--- src/hw/buf_pkg.sv ---
`default_nettype none

package buf_pkg;

    // ******************************************************************
    // Buffer geometry
    // ******************************************************************

    localparam int WORD_BITS = 128;
    localparam int DEPTH = 512;
    localparam int ADDR_BITS = 9;              // Word address into the macro

    localparam int LANE_BITS = 32;             // One APB data beat
    localparam int LANES = 4;
    localparam int LANE_SEL_BITS = 2;

    // ******************************************************************
    // Types
    // ******************************************************************

    // Lane 0 sits in the low bits of the word
    typedef logic [LANES-1:0][LANE_BITS-1:0] word_t;

    typedef struct packed {
        logic                 read_en;
        logic                 write_en;
        logic [ADDR_BITS-1:0] addr;
        logic [WORD_BITS-1:0] data;           // Write data that reads ignore
    } ram_req_t;

endpackage

`default_nettype wire

--- src/hw/apb_pkg.sv ---
`default_nettype none

package apb_pkg;

    // ******************************************************************
    // APB port widths and address window
    // ******************************************************************

    localparam int APB_ADDR_BITS = 16;
    localparam int APB_DATA_BITS = 32;

    localparam int WINDOW_BYTES = 8192;        // 512 words of 16 bytes

    // ******************************************************************
    // Requester and completer sides of the bus
    // ******************************************************************

    typedef struct packed {
        logic                     psel;
        logic                     penable;
        logic                     pwrite;
        logic [APB_ADDR_BITS-1:0] paddr;      // Byte address
        logic [APB_DATA_BITS-1:0] pwdata;
    } apb_req_t;

    typedef struct packed {
        logic                     pready;
        logic [APB_DATA_BITS-1:0] prdata;
        logic                     pslverr;
    } apb_rsp_t;

endpackage

`default_nettype wire

--- src/hw/apb_buffer_ctrl.sv ---
`timescale 1ns/1ps
`default_nettype none

module apb_buffer_ctrl (
    input  logic              clk,
    input  logic              reset,
    input  apb_pkg::apb_req_t apb_req,
    output apb_pkg::apb_rsp_t apb_rsp,
    output buf_pkg::ram_req_t ram_req,
    input  buf_pkg::word_t    ram_rdata
);

    typedef enum logic {
        st_idle,
        st_read_wait
    } state_t;

    state_t state_q;
    state_t state_d;

    logic                              access;
    logic                              in_window;
    logic [buf_pkg::LANE_SEL_BITS-1:0] lane;
    logic [buf_pkg::ADDR_BITS-1:0]     word_addr;
    logic                              wr_hit;
    logic                              rd_start;
    buf_pkg::word_t                    staging_q;
    buf_pkg::word_t                    commit_word;

    // ******************************************************************
    // Address decode
    // ******************************************************************

    assign access = apb_req.psel & apb_req.penable;    // Access phase only
    assign in_window = apb_req.paddr < apb_pkg::WINDOW_BYTES;

    // Byte offset bits 1:0 are dropped
    assign lane = apb_req.paddr[2 +: buf_pkg::LANE_SEL_BITS];
    assign word_addr = apb_req.paddr[2 + buf_pkg::LANE_SEL_BITS +: buf_pkg::ADDR_BITS];

    assign wr_hit = access & apb_req.pwrite & in_window;
    assign rd_start = access & ~apb_req.pwrite & in_window & (state_q == st_idle);

    // ******************************************************************
    // Lane staging
    // ******************************************************************

    always_ff @(posedge clk) begin
        if (reset) begin
            staging_q <= '0;
        end else if (wr_hit) begin
            staging_q[lane] <= apb_req.pwdata;
        end
    end

    // Lane 3 comes straight from the bus so the commit needs no extra cycle
    always_comb begin
        commit_word = staging_q;
        commit_word[buf_pkg::LANES-1] = apb_req.pwdata;
    end

    // ******************************************************************
    // Read wait state
    // ******************************************************************

    always_comb begin
        state_d = state_q;
        case (state_q)
            st_idle: begin
                if (rd_start) begin
                    state_d = st_read_wait;     // Macro data arrives next cycle
                end
            end
            st_read_wait: begin
                state_d = st_idle;
            end
            default: begin
                state_d = st_idle;
            end
        endcase
    end

    always_ff @(posedge clk) begin
        if (reset) begin
            state_q <= st_idle;
        end else begin
            state_q <= state_d;
        end
    end

    // ******************************************************************
    // SRAM request
    // ******************************************************************

    assign ram_req.read_en = rd_start;
    assign ram_req.write_en = wr_hit & (lane == buf_pkg::LANES - 1);
    assign ram_req.addr = word_addr;
    assign ram_req.data = commit_word;

    // ******************************************************************
    // APB response
    // ******************************************************************

    always_comb begin
        apb_rsp = '0;
        if (access) begin
            if (!in_window) begin
                apb_rsp.pready = 1'b1;          // Error completes at once with zero data
                apb_rsp.pslverr = 1'b1;
            end else if (apb_req.pwrite) begin
                apb_rsp.pready = 1'b1;
            end else if (state_q == st_read_wait) begin
                apb_rsp.pready = 1'b1;
                apb_rsp.prdata = ram_rdata[lane];
            end
        end
    end

endmodule

`default_nettype wire

--- config.mk ---
export PLATFORM = sky130hd
export DESIGN_NAME = apb_buffer_ctrl
export DESIGN_NICKNAME = d
export VERILOG_FILES = /design/src/hw/buf_pkg.sv /design/src/hw/apb_pkg.sv /design/src/hw/apb_buffer_ctrl.sv
export SDC_FILE = /design/constraint.sdc
export NUM_CORES = 1
export LEC_CHECK = 0
export ABC_AREA = 1
export BUFFER_PORTS_ARGS = -buffer_cell sky130_fd_sc_hd__buf_4
export CAP_MARGIN = 5
export CELL_PAD_IN_SITES_DETAIL_PLACEMENT = 1
export CELL_PAD_IN_SITES_GLOBAL_PLACEMENT = 1
export CORE_MARGIN = 2
export CORE_UTILIZATION = 25
export DETAILED_ROUTE_END_ITERATION = 6
export PLACE_DENSITY_LB_ADDON = 0.1
export SLEW_MARGIN = 30
export SYNTH_ARGS = -nofsm -noshare
export SYNTH_HDL_FRONTEND = slang
export SYNTH_SLANG_ARGS = --single-unit
--- constraint.sdc ---
create_clock -name clk -period 1.7 [get_ports clk]
set_clock_uncertainty 0.2 [all_clocks]
set_input_delay 0.17 -clock clk [delete_from_list [all_inputs] [get_ports clk]]
set_output_delay 0.17 -clock clk [all_outputs]
set_load 0.01 [all_outputs]
## Word level (Yosys, flattened, before mapping)

Index checks and enable logic that the tools add are counted.

| storage, ports and cells | value |
|---|---|
| register bits | 129 |
| bits of input ports | 181 |
| word-level logic and storage cells | 33 |

| cells by class | value |
|---|---|
| order comparisons | 3 |
| equal/unequal tests | 1 |
| mux-type cells | 14 |
| bitwise logic cells | 9 |
| reduce and logical (&&, ||, !) cells | 1 |

Operator list:

| cell | number |
|---|---|
| 128-bit bitwise mux | 1 |
| 32-bit two-way mux | 4 |
| 32-bit binary-select mux with 2-bit select | 1 |
| 32-bit demux with 2-bit select | 1 |
| 34-bit two-way mux | 1 |
| 33-bit two-way mux | 1 |
| 16-bit by 14-bit < comparator with 1-bit output, second input constant | 1 |
| 1-bit bitwise AND | 7 |
| 1-bit two-way mux | 4 |
| 2-bit by 3-bit < comparator with 1-bit output, second input constant | 1 |
| 2-bit equality test, second input constant | 1 |
| 2-bit by 1-bit greater-or-equal comparator with 1-bit output, second input constant | 1 |
| 1-bit inverter | 2 |
| 1-bit one-hot mux with 2 select lines | 1 |
| 1-bit logical AND | 1 |

## Longest topological paths before layout

| depth | value |
|---|---|
| word-level depth | 6 |
| depth in mapped cells | 8 |

## Worst setup path after synthesis

OpenSTA, ideal clock, no wires.

| timing | value |
|---|---|
| path kind | in2out |
| start | input port apb_req[35] (netlist bit) |
| end | output port apb_rsp[10] (netlist bit) |
| arrival | 971 ps |
| data required time | 1330 ps |
| slack | 359 ps |
| stages | 6 |
| path through | buf_4 > clkbuf_1 > nand3_1 > nand2_1 > nor2_1 > nor2_1 |

RTL lines:

| element | RTL line | source |
|---|---|---|
| from (decl) | apb_buffer_ctrl.sv:7 | `input apb_pkg::apb_req_t apb_req,` |
| to (decl) | apb_buffer_ctrl.sv:8 | `output apb_pkg::apb_rsp_t apb_rsp,` |

==> out/results.ini <==
[outcome]
status = finished clean

[cts]
root_buffer = clkbuf_16
h-tree-depth = 3
clkTransAtPathRegs_ps = 70
cts_buffers = 9
numClockSinks = 97
cts_tree = built
clk_latency_ps = 340
clock_path_buffers = 2

[yosys]
postSynthAreaPerCell_um2 = 6.235
synthesis.instances = 906
synthesis.area_um2 = 5649
synth_seq_cells = 97
post_synth_num_cell_types = 17
syn_nets = 1087
ys_seq_area_share_pct = 34.37
yosysWarnings = 0

[timing]
hold_violations = 0
setup_viol = 0
worst_pin_slew_ps = 384.3
rsz0062_at_grt = yes
drv_slew = 0
finalCritPeriodShare_pct = 95.98
post-route-min-period_ps = 1632
setup_ws_ps = 68.35
maxSlewHeadroom_pct = 74.38
fmax_mhz = 612.9

[critical_path]
crit_path_max_fanout = 16
cp_data_arrival_time_ps = 1260
path_class = flip-flop to output port
cp_cell_sequence = nand3_4, buf_12, nor2_1, buf_4
critPathMaxStageDelay_ps = 350
end_kind = output port
critPathRequiredTime_ps = 1330
crit_path_start_kind = flip-flop
slowest_stage = dfxtp_2

[floorplan]
die_area_um2 = 23810
core_region_area_um2 = 22430
die_y_um = 154.3
die_x_um = 154.3
fp-row-count = 55
boundaryPins = 354
start_util_pct = 25.18

[global_routing]
grt_pass1_wl_mm = 35.07
grt_max_degree = 61
grt_use_total_pct = 18.49
antenna_found_initial = 0
overflow = 0
grt_pass1_vias = 6443

[layout]
final_nets = 1384
n_antenna_cell = 0
drive_gt1_share_pct = 33.44
area_delta_synth_final_pct = 56.61
instances_no_fill = 1493

[placement]
post-place-ws_ps = 66.95
dpl.hpwl_mm = 16.80
numPlacedInstances = 1445
io_buffers = 333
place.gp.congestion = 0.7755

[route]
viasPerCell = 4.477
wire_per_inst_um = 15.49
antenna_left = 0
drt-pass1-iter-count = 4
drt_iter0_markers = 117
wirelength_mm = 23.12
drc = 0
num_vias = 6684

[worst_hold_path]
hold_class = input pin to flip-flop

[pwr]
max-vdd-ir-drop_v = 0.0004498
leakagePower_uw = 0.004441
power.density_nw_per_um2 = 611.3

[job]
max-cap-violations = 0

==> synth_stat cells <==
master,count,area [um^2]
nand2_1,259,972.2
nor2_1,165,619.3
nand3_1,131,655.6
dfxtp_1,97,1942
a21oi_1,96,480.5
buf_4,65,488.0
inv_1,35,131.4
buf_2,19,95.09
buf_6,12,135.1
clkbuf_1,10,37.54
buf_1,8,30.03
nor2_4,3,33.78
inv_2,2,7.510
clkinv_1,1,3.750
nor2_2,1,6.260
nor3_1,1,5.000
nor4_1,1,6.260
==> final cells by class <==
class	instances	area [um^2]
clock buffer	12	246.5
inverter	38	142.6
timing repair buffer	400	3288
sequential	97	1943
fill	2909	13590
clock inverter	4	51.30
multi-input combinational	657	2819
tap	285	356.6
==> sequential cells by signal, indices dropped and copies added, names as in the netlist <==
register / flops
ram_req: 96
state_q: 1
==> cells in the final DEF (no fill, tap or decap), drive strengths merged <==
| cell type | instances |
|---|---|
| clkbuf | 13 |
| inv | 39 |
| nor4 | 1 |
| dfxtp | 97 |
| dlygate4sd3 | 29 |
| clkinv | 1 |
| nand3 | 131 |
| bufinv | 1 |
| nor2 | 169 |
| nor3 | 1 |
| a21oi | 96 |
| nand2 | 259 |
| buf | 370 |
| clkinvlp | 1 |
==> where the power goes <==
part	internal, uW	leakage [uW]	switching [uW]
Clock	1190	0.000143	898
Combinational	526	0.00352	513
Sequential	2280	0.000782	5.02
Total	3990	0.00444	1420
==> timing repair <==
action                                  in CTS  in global routing
setup buffers                                0                  1
pin swaps                                    1                  0
endpoints found under the setup margin       1                 26
gates cloned                                 1                  1
endpoints found under the hold margin       61                  0
hold buffers                                29                  0
resized for setup                            4                 10
==> final timing paths <==
kind                                          startpoint                        to  slack (ps)  cells past startpoint
worst max-delay path                  state_q$_SDFF_PP0_               apb_rsp[12]          70                      4
worst min-delay path                         apb_req[21]  ram_req[85]$_SDFFE_PP0P_           7                      5
worst max register to register        state_q$_SDFF_PP0_        state_q$_SDFF_PP0_         240                      4
worst min register to register  ram_req[43]$_SDFFE_PP0P_  ram_req[43]$_SDFFE_PP0P_         280                      2
==> critical path: cells and delay by family (launching register included) <==
family	cells	cell delay, ps
buffers and inverters	2	310
and+or+nand+nor	2	240
DFF	1	350
==> per-stage QoR <==
stage	cell area, um^2	util [%]	hold WS [ps]	TNS [ps]	power, uW
global route	8847	39.44	48.40	-0.7039	5696
CTS	8792	39.19	0.5858	0	5493
global placement	8163	36.39	140.1	0	3317
finish	8847	39.44	6.595	0	5408
floorplan	5649	-	49.31	0	2851
detailed placement	8163	36.39	140.1	0	3320
==> kinds of logic after synthesis <==
logic type | count (synthesis) | synth area share [%]
AND/OR/NAND/NOR | 561 | 40.69
flip-flops | 97 | 34.37
AO/OA/AOI/OAI | 96 | 8.505
buffers and inverters | 152 | 16.43
==> routing by layer <==
metal | vias to the layer above | share of wire (%) | track usage (%)
met5 | - | 0 | 0
met4 | 0 | 2.4 | 6.305
met3 | 28 | 6.6 | 4.847
met2 | 223 | 49 | 31.95
met1 | 3010 | 42 | 22.30
li1 | 3423 | - | -
(Power assumes the default switching activity.)
